[src/hw/clkrst_pkg.sv]
package clkrst_pkg;

	// --------------------
	// divider
	// --------------------

	// free-running T-cycle divider, upper byte is visible at FF04
	localparam int DIV_W = 16;

	// offset of the divider register inside the FF04-FF07 window
	localparam logic [1:0] DIV_REG_OFS = 2'd0;

	// tap strobes come from falling edges of these bits
	localparam int TAP_16K  = 7;
	localparam int TAP_64K  = 5;
	localparam int TAP_256K = 3;

	// --------------------
	// reset and sequencing
	// --------------------

	// first rise of this bit ends the power-on hold, 1024 T-cycles
	localparam int RST_TAP = 10;

	// T-cycles per machine cycle
	localparam int PHASES = 4;

	// audio frame divider source, 512 Hz normally and bit 2 in fast test mode
	localparam int APU_TAP      = 12;
	localparam int APU_FAST_TAP = 2;

endpackage

[src/hw/phase_gen.sv]
`timescale 1ns/100ps

module phase_gen (
	input  logic       clkin,
	input  logic       arst_n,
	input  logic       sys_rst_n,
	input  logic       cpu_rd,
	output logic [1:0] phase,
	output logic       mcyc_en,
	output logic       cpu_rd_sync
);
	import clkrst_pkg::*;

	localparam int PHASE_LAST = PHASES - 1;

	logic [1:0] phase_d;
	logic       rd_q;

	// --------------------
	// phase ring
	// --------------------

	// the four flops of the old ring collapse into a wrapping counter
	always_comb begin
		if (!sys_rst_n) begin
			phase_d = 2'd0;
		end else if (phase == 2'(PHASE_LAST)) begin
			phase_d = 2'd0;
		end else begin
			phase_d = phase + 2'd1;
		end
	end

	// mcyc_en is decoded from the next phase so it lines up with phase 3
	always_ff @(posedge clkin or negedge arst_n) begin
		if (!arst_n) begin
			phase   <= 2'd0;
			mcyc_en <= 1'b0;
		end else begin
			phase   <= phase_d;
			mcyc_en <= (phase_d == 2'(PHASE_LAST));
		end
	end

	// --------------------
	// read strobe
	// --------------------

	always_ff @(posedge clkin or negedge arst_n) begin
		if (!arst_n) begin
			rd_q <= 1'b0;
		end else begin
			rd_q <= cpu_rd;
		end
	end

	// the bus only sees a read in the second half of the machine cycle
	assign cpu_rd_sync = rd_q && (phase >= 2'(PHASES / 2));

	mcyc_phase_a: assert property (@(posedge clkin) disable iff (!arst_n)
		mcyc_en == (phase == 2'(PHASE_LAST)));

endmodule

[src/hw/div_counter.sv]
`timescale 1ns/100ps

module div_counter (
	input  logic                        clkin,
	input  logic                        arst_n,
	input  logic                        reset,
	input  logic                        reg_sel,
	input  logic [1:0]                  addr_lo,
	input  logic                        cpu_rd,
	input  logic                        cpu_wr,
	output logic [clkrst_pkg::DIV_W-1:0] div_q,
	output logic [7:0]                  rd_data,
	output logic                        rd_oe,
	output logic                        tick_16k,
	output logic                        tick_64k,
	output logic                        tick_256k
);
	import clkrst_pkg::*;

	logic       reg_hit;
	logic       wr_hit;
	logic       div_clr;
	logic [2:0] tap_now;
	logic [2:0] tap_q;

	// --------------------
	// register access
	// --------------------

	assign reg_hit = reg_sel && (addr_lo == DIV_REG_OFS);
	assign wr_hit  = reg_hit && cpu_wr;

	// any write to FF04 clears the whole divider, the data is ignored
	assign div_clr = reset || wr_hit;

	// only the upper byte is visible to the CPU
	assign rd_oe   = reg_hit && cpu_rd;
	assign rd_data = rd_oe ? div_q[DIV_W-1 -: 8] : 8'h00;

	// --------------------
	// counter
	// --------------------

	always_ff @(posedge clkin or negedge arst_n) begin
		if (!arst_n) begin
			div_q <= '0;
		end else if (div_clr) begin
			div_q <= '0;
		end else begin
			div_q <= div_q + DIV_W'(1);
		end
	end

	// --------------------
	// tap strobes
	// --------------------

	assign tap_now = {div_q[TAP_16K], div_q[TAP_64K], div_q[TAP_256K]};

	// a clear while a tap bit is high also counts as a fall
	always_ff @(posedge clkin or negedge arst_n) begin
		if (!arst_n) begin
			tap_q                            <= 3'b000;
			{tick_16k, tick_64k, tick_256k} <= 3'b000;
		end else begin
			tap_q                            <= tap_now;
			{tick_16k, tick_64k, tick_256k} <= tap_q & ~tap_now;
		end
	end

	div_clear_a: assert property (@(posedge clkin) disable iff (!arst_n)
		wr_hit |=> (div_q == '0));

endmodule

[src/hw/reset_seq.sv]
`timescale 1ns/100ps

module reset_seq (
	input  logic                        clkin,
	input  logic                        arst_n,
	input  logic                        reset,
	input  logic                        test_mode,
	input  logic                        lcd_on,
	input  logic [clkrst_pkg::DIV_W-1:0] div_q,
	output logic                        sys_rst_n,
	output logic                        video_rst_n
);
	import clkrst_pkg::*;

	logic release_set;
	logic video_d;

	// --------------------
	// system reset
	// --------------------

	// wait for the divider to reach the tap so the oscillator has settled,
	// test mode skips the wait
	assign release_set = test_mode || div_q[RST_TAP];

	// sticky, later divider wraps or FF04 writes must not re-enter reset
	always_ff @(posedge clkin or negedge arst_n) begin
		if (!arst_n) begin
			sys_rst_n <= 1'b0;
		end else if (reset) begin
			sys_rst_n <= 1'b0;
		end else if (release_set) begin
			sys_rst_n <= 1'b1;
		end
	end

	// --------------------
	// video reset
	// --------------------

	// reset also drops video at the same edge as the system reset
	assign video_d = sys_rst_n && lcd_on && !reset;

	always_ff @(posedge clkin or negedge arst_n) begin
		if (!arst_n) begin
			video_rst_n <= 1'b0;
		end else begin
			video_rst_n <= video_d;
		end
	end

	video_in_sys_a: assert property (@(posedge clkin) disable iff (!arst_n)
		video_rst_n |-> sys_rst_n);

endmodule

[src/hw/apu_frame_div.sv]
`timescale 1ns/100ps

module apu_frame_div (
	input  logic                        clkin,
	input  logic                        arst_n,
	input  logic                        sys_rst_n,
	input  logic                        apu_on,
	input  logic                        apu_fast,
	input  logic [clkrst_pkg::DIV_W-1:0] div_q,
	output logic                        frame_512,
	output logic                        frame_256,
	output logic                        frame_128
);
	import clkrst_pkg::*;

	logic       tap_sel;
	logic       tap_q;
	logic       tap_fall;
	logic [2:0] frame_cnt;

	// fast mode takes a much quicker divider bit for production test
	assign tap_sel = apu_fast ? div_q[APU_FAST_TAP] : div_q[APU_TAP];

	// --------------------
	// edge detect
	// --------------------

	always_ff @(posedge clkin or negedge arst_n) begin
		if (!arst_n) begin
			tap_q <= 1'b0;
		end else begin
			tap_q <= tap_sel;
		end
	end

	assign tap_fall = tap_q && !tap_sel;

	// the three ripple stages of the original behave as one binary count
	always_ff @(posedge clkin or negedge arst_n) begin
		if (!arst_n) begin
			frame_cnt <= 3'd0;
		end else if (!apu_on || !sys_rst_n) begin
			frame_cnt <= 3'd0;
		end else if (tap_fall) begin
			frame_cnt <= frame_cnt + 3'd1;
		end
	end

	// each stage halves the one before it
	assign frame_512 = frame_cnt[0];
	assign frame_256 = frame_cnt[1];
	assign frame_128 = frame_cnt[2];

endmodule

[src/hw/clock_reset.sv]
`timescale 1ns/100ps

module clock_reset (
	input  logic       clkin,
	input  logic       arst_n,
	input  logic       reset,
	input  logic       test_mode,
	input  logic       cpu_rd,
	input  logic       cpu_wr,
	input  logic       reg_sel,
	input  logic [1:0] addr_lo,
	input  logic [7:0] wr_data,
	input  logic       lcd_on,
	input  logic       apu_on,
	input  logic       apu_fast,
	output logic [1:0] phase,
	output logic       mcyc_en,
	output logic       cpu_rd_sync,
	output logic       sys_rst_n,
	output logic       video_rst_n,
	output logic [7:0] rd_data,
	output logic       rd_oe,
	output logic       tick_16k,
	output logic       tick_64k,
	output logic       tick_256k,
	output logic       frame_512,
	output logic       frame_256,
	output logic       frame_128
);
	import clkrst_pkg::*;

	logic [DIV_W-1:0] div_q;

	phase_gen phase_gen_i (
		.clkin       (clkin),
		.arst_n      (arst_n),
		.sys_rst_n   (sys_rst_n),
		.cpu_rd      (cpu_rd),
		.phase       (phase),
		.mcyc_en     (mcyc_en),
		.cpu_rd_sync (cpu_rd_sync)
	);

	div_counter div_counter_i (
		.clkin     (clkin),
		.arst_n    (arst_n),
		.reset     (reset),
		.reg_sel   (reg_sel),
		.addr_lo   (addr_lo),
		.cpu_rd    (cpu_rd),
		.cpu_wr    (cpu_wr),
		.div_q     (div_q),
		.rd_data   (rd_data),
		.rd_oe     (rd_oe),
		.tick_16k  (tick_16k),
		.tick_64k  (tick_64k),
		.tick_256k (tick_256k)
	);

	reset_seq reset_seq_i (
		.clkin       (clkin),
		.arst_n      (arst_n),
		.reset       (reset),
		.test_mode   (test_mode),
		.lcd_on      (lcd_on),
		.div_q       (div_q),
		.sys_rst_n   (sys_rst_n),
		.video_rst_n (video_rst_n)
	);

	apu_frame_div apu_frame_div_i (
		.clkin     (clkin),
		.arst_n    (arst_n),
		.sys_rst_n (sys_rst_n),
		.apu_on    (apu_on),
		.apu_fast  (apu_fast),
		.div_q     (div_q),
		.frame_512 (frame_512),
		.frame_256 (frame_256),
		.frame_128 (frame_128)
	);

endmodule

[config.mk]
export PLATFORM = sky130hd
export DESIGN_NAME = clock_reset
export DESIGN_NICKNAME = d
export VERILOG_FILES = /design/src/hw/clkrst_pkg.sv /design/src/hw/phase_gen.sv /design/src/hw/div_counter.sv /design/src/hw/reset_seq.sv /design/src/hw/apu_frame_div.sv /design/src/hw/clock_reset.sv
export SDC_FILE = /design/constraint.sdc
export NUM_CORES = 1
export LEC_CHECK = 0
export ABC_AREA = 1
export BUFFER_PORTS_ARGS = -buffer_cell sky130_fd_sc_hd__buf_4
export CORE_AREA = 2 2 59 61
export CTS_CLUSTER_SIZE = 28
export DETAILED_ROUTE_END_ITERATION = 12
export DIE_AREA = 0 0 61 63
export PLACE_DENSITY_LB_ADDON = 0.3
export SLEW_MARGIN = 5
export SYNTH_ARGS = -nofsm -noshare
export SYNTH_HDL_FRONTEND = slang
export SYNTH_SLANG_ARGS = --single-unit
[constraint.sdc]
create_clock -name clkin -period 1.5 [get_ports clkin]
set_input_delay 0.15 -clock clkin [delete_from_list [all_inputs] [get_ports clkin]]
set_output_delay 0.15 -clock clkin [all_outputs]
set_load 0.02 [all_outputs]
# Word-level counts from Yosys, hierarchy flattened
# Index checks and enable logic that the tools add are counted.
[word_totals]
output_inout_bits = 21
mem_bits_ro = 0
inputBits = 20
latchBits = 0
ram_bits = 0
memories = 0
register_bits = 32
[classes]
n_div = 0
bitwise_logic = 2
shifts = 0
addsub = 3
mux = 9
n_eq_ne = 2
reduce_logical = 17
order_cmp = 1
multipliers = 0
[op_table]
columns = ["operator", "n"]
rows = [
  ["adder 16 x 1 -> 16 bit (second input constant)", 1],
  ["2-to-1 mux 16 bit", 1],
  ["2-to-1 mux 8 bit", 1],
  ["logical AND 1 bit", 7],
  ["2-to-1 mux 3 bit", 2],
  ["== test 2 bit (second input constant)", 2],
  ["logical NOT 1 bit", 4],
  ["2-to-1 mux 2 bit", 2],
  ["nonzero test 2 bit", 2],
  ["adder 3 x 1 -> 3 bit (second input constant)", 1],
  ["bitwise AND 3 bit", 1],
  ["logical OR 1 bit", 3],
  ["2-to-1 mux 1 bit", 3],
  ["inverter 3 bit", 1],
  ["adder 2 x 1 -> 2 bit (second input constant)", 1],
  ["greater-or-equal comparator 2 bit (second input constant)", 1],
  ["logical NOT 2 bit", 1],
]

# Depth between registers and ports, before layout
# Gate-level depths: netlist of the first run.
[logic_depth]
ltp_word = 5
mapped_depth = 8

# Modules after synthesis
# Synthesis of the first run repeated with hierarchy kept, for this count alone.
[unflattened]
hier_cells = 210
hier_area_um2 = 1590.3
[modules_own_cells]
columns = ["mod", "seq_area_each_um2", "area_per_inst_um2", "cells_per_inst", "instances"]
rows = [
  ["div_counter", 550.5, 1139.8, 157, 1],
  ["apu_frame_div", 100.1, 227.7, 31, 1],
  ["phase_gen", 100.1, 152.6, 15, 1],
  ["reset_seq", 50.0, 70.1, 7, 1],
]

# Least setup slack after synthesis of the first run
# Ideal clock, no wire load.
[synth_timing]
kind = "reg2reg"
start = "register div_counter_i.div_q[0] in the netlist's numbering"
end = "register div_counter_i.div_q[4] in the netlist's numbering"
slack_ns = 0.256
arrival_time_ns = 1.109
stages_incl_launch_ff = 7
setup_ns = 0.135
synth_period_minus_slack_ns = 1.244
path_buffers = 0
path_cell_list = "dfrtp_1 > ha_1 > nand2_1 > nor2_2 > or2_2 > o21ai_0 > nor2_1"
[synth_between]
elab_chain_cells = 2
[synth_rtl]
columns = ["item", "line_no", "source"]
rows = [
  ["start, declared", "div_counter.sv:11", "output logic [clkrst_pkg::DIV_W-1:0] div_q,"],
  ["start signal, assigned", "div_counter.sv:50", "div_q <= div_q + DIV_W'(1);"],
  ["adder 16 x 1 -> 16 bit", "div_counter.sv:50", ""],
  ["2-to-1 mux 16 bit", "div_counter.sv:47", "end else if (div_clr) begin"],
]
# No other way between the ends.
# A chain may end at the register's enable or synchronous reset.

# Worst setup path after layout of the first run
[layout_timing]
start = "register phase_gen_i.phase[0]"
end = "output port cpu_rd_sync"
[layout_between]
elab_chain_cells = 2
[layout_rtl]
columns = ["item", "line_no", "source"]
rows = [
  ["start, declared", "phase_gen.sv:8", "output logic [1:0] phase,"],
  ["start signal, assigned", "phase_gen.sv:40", "phase <= phase_d;"],
  ["greater-or-equal comparator 2 bit", "phase_gen.sv:58", "assign cpu_rd_sync = rd_q && (phase >= 2'(PHASES / 2));"],
  ["logical AND 1 bit", "phase_gen.sv:58", ""],
  ["end, declared", "clock_reset.sv:18", "output logic cpu_rd_sync,"],
]
# No other way between the ends.

==> results of run 1 <==
-- cell usage after synthesis --
library cell / n / area share
nor2_1: 46 / 0.11
nand2_1: 39 / 0.096
inv_1: 35 / 0.086
dfrtp_1: 32 / 0.52
nand3_1: 8 / 0.026
nor3_1: 5 / 0.016
ha_1: 4 / 0.033
o21ai_0: 4 / 0.013
o21ai_2: 3 / 0.017
a21oi_1: 2 / 0.0066
nand2_2: 2 / 0.0082
nand4_1: 2 / 0.0082
nor2_2: 2 / 0.0082
o21a_1: 2 / 0.0098
xor2_1: 2 / 0.011
inv_2: 1 / 0.0025
nor3_2: 1 / 0.0066
nor3b_1: 1 / 0.0049
nor4_1: 1 / 0.0041
or2_2: 1 / 0.0041
-- sequential cells by signal (all words and copies together), names as in the netlist, 2 cells and up --
signal / cells
div_counter_i.div_q: 16
apu_frame_div_i.frame_cnt: 3
div_counter_i.tap_q: 3
phase_gen_i.phase: 2
-- where the power goes --
group          internal [mW]  total (mW)  switching [mW]
sequential             0.880       0.894          0.0139
combinational         0.0661       0.150          0.0839
clock                  0.349       0.647           0.298
-- worst max-delay path, stage by stage, from the launching register on --
cell     delay [ns]
dfrtp_1        0.38
inv_1          0.07
ha_1           0.20
o21a_1         0.18
buf_6          0.13
-- timing repair --
item,4_1_cts,5_1_grt
buffers inserted,0,2
gates resized for setup,0,1
hold buffers,3,1
endpoints found under the setup margin,0,1
hold endpoints to repair,35,1
-- final timing paths --
path	start	end	slack (ns)
max	phase_gen_i.phase[0]	cpu_rd_sync	0.06
max reg2reg	div_counter_i.div_q[0]	div_counter_i.div_q[4]	0.17
max in group asynchronous	arst_n	div_counter_i.div_q[6]	0.91
min reg2reg	div_counter_i.div_q[3]	div_counter_i.tap_q[0]	0.47
min	test_mode	reset_seq_i.sys_rst_n	0.11
min in group asynchronous	arst_n	apu_frame_div_i.frame_cnt[0]	0.29
-- per-layer routing --
metal | vias to the layer above | track usage | share of wire
met5 | - | 0 | 0
met4 | 0 | 0.0571 | 0.0061
met3 | 2 | 0.0663 | 0.054
met2 | 34 | 0.312 | 0.50
met1 | 606 | 0.213 | 0.44
li1 | 678 | - | -
-- per-stage QoR --
step | cell area, sq um | std cells | setup slack, ns | power [mW] | utilization
2_1_floorplan | 1530 | 193 | 0.256 | 0.968 | -
3_3_place_gp | 1830 | 272 | 0.204 | 1.04 | 0.567
3_5_place_dp | 1830 | 272 | 0.182 | 1.04 | 0.567
4_1_cts | 1940 | 283 | 0.00298 | 1.69 | 0.600
5_1_grt | 1970 | 286 | -0.0401 | 1.78 | 0.609
6_report | 1970 | 286 | 0.0648 | 1.69 | 0.609
-- layout make-up --
class	count	area, sq um	share of cell area
Sequential cell	32	801	0.407
Multi-Input combinational cell	125	591	0.300
Timing Repair Buffer	39	307	0.156
Inverter	36	135	0.0687
Tap cell	46	57.6	0.0293
Clock buffer	6	41.3	0.0210
Clock inverter	2	35.0	0.0178
-- cells by family (layout without fill, tap and decap cells) --
family	Yosys count	count (layout)	synth area share
flip-flops	32	32	0.525
AND/OR/NAND/NOR	108	108	0.296
adder cells (fa/ha/maj)	4	4	0.0328
XOR/XNOR	2	2	0.0115
buffers and inverters	36	83	0.0885
AO/OA/AOI/OAI	11	11	0.0467
==> summary.md, run 1 <==
| Metric | Value |
|---|---|
| Status | `finished, final reports clean` |
| Fmax | `697 MHz` |
| Layout cells sized above 1 | `0.217` |
| Commonest non-fill, non-tap cells in the layout | `46 x nor2_1, 39 x nand2_1, 35 x inv_1, 34 x buf_4, 32 x dfrtp_1` |
| DRT Pass-1 Iters | `5` |
| Worst slew margin | `0.727` |
| Post-Syn Area | `1530 sq um` |
| Vias in the first global route | `1270` |
| Period utilization | `0.957` |
| Avg Vias per Cell | `4.62` |
| Post-DP HPWL | `2150 um` |
| Commonest non-fill, non-tap cell in the layout | `nor2_1` |
| Synth Instances | `193` |
| Startpoint Class | `flop` |
| Worst Reg-to-Reg Cells | `6` |
| Arrival time at the worst endpoint | `1.29 ns` |
| DRC Markers | `0` |
| Diodes inserted | `0` |
| Post-synth cell types | `20` |
| CTS Buf Count | `5` |
| Chip Height | `63 um` |
| Pleak | `1.04 nW` |
| Total negative slack | `0 ns` |
| Grt ovf | `0` |
| H-tree Lvls | `2` |
| Worst setup EP type | `output pin` |
| GRT Resource Usage Total | `0.185` |
| Synth Area per Inst | `around 7.9 sq um` |
| Sequential share of the synthesized area | `0.525` |
| Final hold viol count | `0` |
| Clock Latency Late Sink | `between 0.3 and 0.4 ns` |
| Worst hold margin | `0.111 ns` |
| Hold Path Class | `in2reg` |
| Worst path required time | `1.35 ns` |
| Die area | `3840 sq um` |
| Mean routed wirelength per cell | `10.9 um` |
| Final setup violation count | `0` |
| Pwr Density | `860 nW/um^2` |
| Crit Path Category | `reg2out` |
| First-pass GRT wire length | `5260 um` |
| Skew final | `0.00475 ns` |
| Clock tree buffer depth | `2` |
| RePlAce Congestion | `0.825` |
| Hold path cells | `3` |
| Initial antenna violation count | `0` |
| # IOs | `41` |
| DR vias | `between 1000 and 1500` |
| Minimum clock period | `around 1.4 ns` |
| Peak supply drop | `0.525 mV` |
| Slew @ Worst Pin | `0.410 ns` |
| Row cnt | `21` |
| CTS sink cnt | `32` |
| Clock root buffer | `clkbuf_4` |
| Number of DRC markers in iteration 0 | `slightly above 70` |
| Area of the core | `3230 sq um` |
| Fill count | `302` |
| Initial core utilization | `0.472` |
| ANT nets after route | `0` |
| Maximum fanout along the worst path | `3` |
| Area delta synth->final | `28.9%` |
| Clk slew on worst S/H paths | `0.10 ns` |
| CTS tree | `yes` |
| Synth warnings | `0` |
| Synthesized flop and latch total | `32` |
| Post-Syn Nets | `217` |
| Port bufs | `32` |
| Nets | `263` |
| WL final | `3130 um` |
| Largest net degree at the start of global routing | `33` |
| Number of max-cap violations | `0` |
| Die X | `61 um` |
| Max Slew Vio Count | `0` |
Power figures use the tool's default switching activity.
==> run 2: changes to the inputs <==
Settings changed: PLACE_DENSITY_LB_ADDON 0.3 to 0.15.
==> run 2 against run 1 <==
Net effect:
- via count fell by 4.6%
- first-iteration DRC count fell by 14%
- largest cell class unchanged
- count of clock-buffer cells in the layout unchanged
- hold slack got worse by 0.068 ns
- setup slack improved by 0.021 ns
- sequential power about the same
- final cell count shrank 0.70%
- final area is 1.1% lower
- sequential share of layout area up 0.45 points
==> summary.md, run 2 (synthesis results as in run 1) <==
| Metric | Value |
|---|---|
| Status | `finished, final reports clean` |
| Hold Path Class | `in2reg` |
| Clk slew on worst S/H paths | `0.10 ns (about the same)` |
| Initial core utilization | `0.472 (unchanged)` |
| Total negative slack | `0 ns (unchanged)` |
| First-pass GRT wire length | `5040 um (-4.2%)` |
| Port bufs | `32 (unchanged)` |
| Pleak | `1.03 nW (-0.99%)` |
| Worst setup EP type | `output pin` |
| Avg Vias per Cell | `4.43 (-3.9%)` |
| Skew final | `0.00399 ns (-0.000759 ns)` |
| Fmax | `707 MHz (+1.5%)` |
| H-tree Lvls | `2 (unchanged)` |
| Grt ovf | `0 (unchanged)` |
| # IOs | `41 (unchanged)` |
| Area of the core | `3230 sq um (unchanged)` |
| Number of max-cap violations | `0 (unchanged)` |
| GRT Resource Usage Total | `0.181 (-0.00393)` |
| Pwr Density | `860 nW/um^2 (about the same)` |
| CTS tree | `yes` |
| DRC Markers | `0 (unchanged)` |
| Largest net degree at the start of global routing | `33 (unchanged)` |
| Maximum fanout along the worst path | `4 (+1)` |
| Max Slew Vio Count | `0 (unchanged)` |
| Area delta synth->final | `27.5%` |
| Row cnt | `21 (unchanged)` |
| Worst slew margin | `0.730 (+0.00342)` |
| Initial antenna violation count | `0 (unchanged)` |
| Vias in the first global route | `1186 (-6.6%)` |
| Layout cells sized above 1 | `0.214 (-0.00238)` |
| Number of DRC markers in iteration 0 | `62 (-14%)` |
| Peak supply drop | `0.575 mV (+9.6%)` |
| Minimum clock period | `1.41 ns (-0.0208 ns)` |
| Die X | `61 um (unchanged)` |
| RePlAce Congestion | `0.877 (+6.3%)` |
| Startpoint Class | `flop` |
| Diodes inserted | `0 (unchanged)` |
| Clock tree buffer depth | `2 (unchanged)` |
| Worst path required time | `1.35 ns (about the same)` |
| Nets | `261 (-0.76%)` |
| CTS sink cnt | `32 (unchanged)` |
| Clock Latency Late Sink | `0.33 ns (about the same)` |
| Placed inst area | `1830 sq um (unchanged)` |
| Biggest register | `div_counter_i.div_q` |
| Commonest non-fill, non-tap cell in the layout | `nor2_1` |
| Mean routed wirelength per cell | `10.2 um (-6.8%)` |
| ANT nets after route | `0 (unchanged)` |
| Largest register FFs | `16 (unchanged)` |
| Chip Height | `63 um (unchanged)` |
| Die area | `3840 sq um (unchanged)` |
| Final setup violation count | `0 (unchanged)` |
| DR vias | `1259 (-4.6%)` |
| Design Area, Final | `1950 sq um (-1.1%)` |
| Clock root buffer | `clkbuf_4` |
| Slew @ Worst Pin | `0.404 ns (-0.00634 ns)` |
| DRT Pass-1 Iters | `4 (-1)` |
| RSZ-0062 raised after global routing | `no` |
| Post-DP HPWL | `2110 um (-1.6%)` |
| # resized after CTS | `0 (unchanged)` |
| Crit Path Category | `reg2out` |
| Registers with the most flip-flops | `div_counter_i.div_q: 16 flops, apu_frame_div_i.frame_cnt: 3 flops, div_counter_i.tap_q: 3 flops` |
| Final hold viol count | `0 (unchanged)` |
| CTS Buf Count | `5 (unchanged)` |
| Arrival time at the worst endpoint | `1.26 ns (-0.03 ns)` |
| Commonest non-fill, non-tap cells in the layout | `46 x nor2_1, 39 x nand2_1, 35 x inv_1, 34 x buf_4, 32 x dfrtp_1` |
| Period utilization | `0.943 (-0.0139)` |
| WL final | `2900 um (-7.4%)` |
-- run 2: cell count changes in the layout (fill, tap and decap cells not counted), sizes merged --
cell	previous run	this run
dlygate4sd3	4	3
buf	35	34
-- run 2: path summary, 6_finish.rpt --
path / start / slack, ns / depth (start not counted) / endpoint
max: phase_gen_i.phase[1] / 0.09 / 3 / cpu_rd_sync
min: lcd_on / 0.04 / 3 / reset_seq_i.video_rst_n
max reg2reg: div_counter_i.div_q[0] / 0.18 / 8 / div_counter_i.div_q[14]
min reg2reg: div_counter_i.div_q[3] / 0.47 / 0 / div_counter_i.tap_q[0]
max in group asynchronous: arst_n / 0.93 / 2 / div_counter_i.div_q[1]
min in group asynchronous: arst_n / 0.28 / 2 / div_counter_i.tick_64k
-- run 2: cell type report --
| cell class | count | area (sq um) |
|---|---|---|
| Sequential cell | 32 | 801 |
| Fill cell | 320 | 1290 |
| Clock buffer | 6 | 41.3 |
| Tap cell | 46 | 57.6 |
| Inverter | 36 | 135 |
| Clock inverter | 2 | 35.0 |
| Multi-Input combinational cell | 125 | 591 |
| Timing Repair Buffer | 37 | 285 |
-- run 2: repair_timing --
item | CTS | global route
hold buffers | 3 | 0
hold endpoints to repair | 35 | 0
setup buffers | 1 | 0
endpoints found under the setup margin | 1 | 0
-- run 2: metrics by stage --
step / hold WS (ns) / util / setup slack, ns / cells / power [mW]
after floorplan: -0.146 / - / 0.256 / 193 / 0.968
after global placement: 0.110 / 0.567 / 0.206 / 272 / 1.04
after detailed placement: 0.109 / 0.567 / 0.183 / 272 / 1.04
after CTS: 0.0214 / 0.602 / 0.0528 / 284 / 1.70
after global routing: 0.0389 / 0.602 / 0.0158 / 284 / 1.76
final: 0.0428 / 0.602 / 0.0857 / 284 / 1.67
-- run 2: metal layers --
| layer | up-vias | wire length (um) | GRT usage |
|---|---|---|---|
| met3 | 8 | 144 | 0.0600 |
| met2 | 27 | 1320 | 0.280 |
| met5 | - | 0 | 0 |
| met4 | 0 | 88 | 0.0951 |
| li1 | 674 | - | - |
| met1 | 550 | 1340 | 0.217 |
-- run 2: critical path, stage by stage (launching register included) --
cell and delay [ns]:
dfrtp_1 0.42, ha_1 0.19, o21a_1 0.18, buf_4 0.15
-- run 2: where the power goes --
group	total, mW	internal, mW	switching, mW	leakage, nW
Combinational	0.140	0.0606	0.0790	0.550
Clock	0.640	0.349	0.291	0.0422
Sequential	0.893	0.880	0.0135	0.439
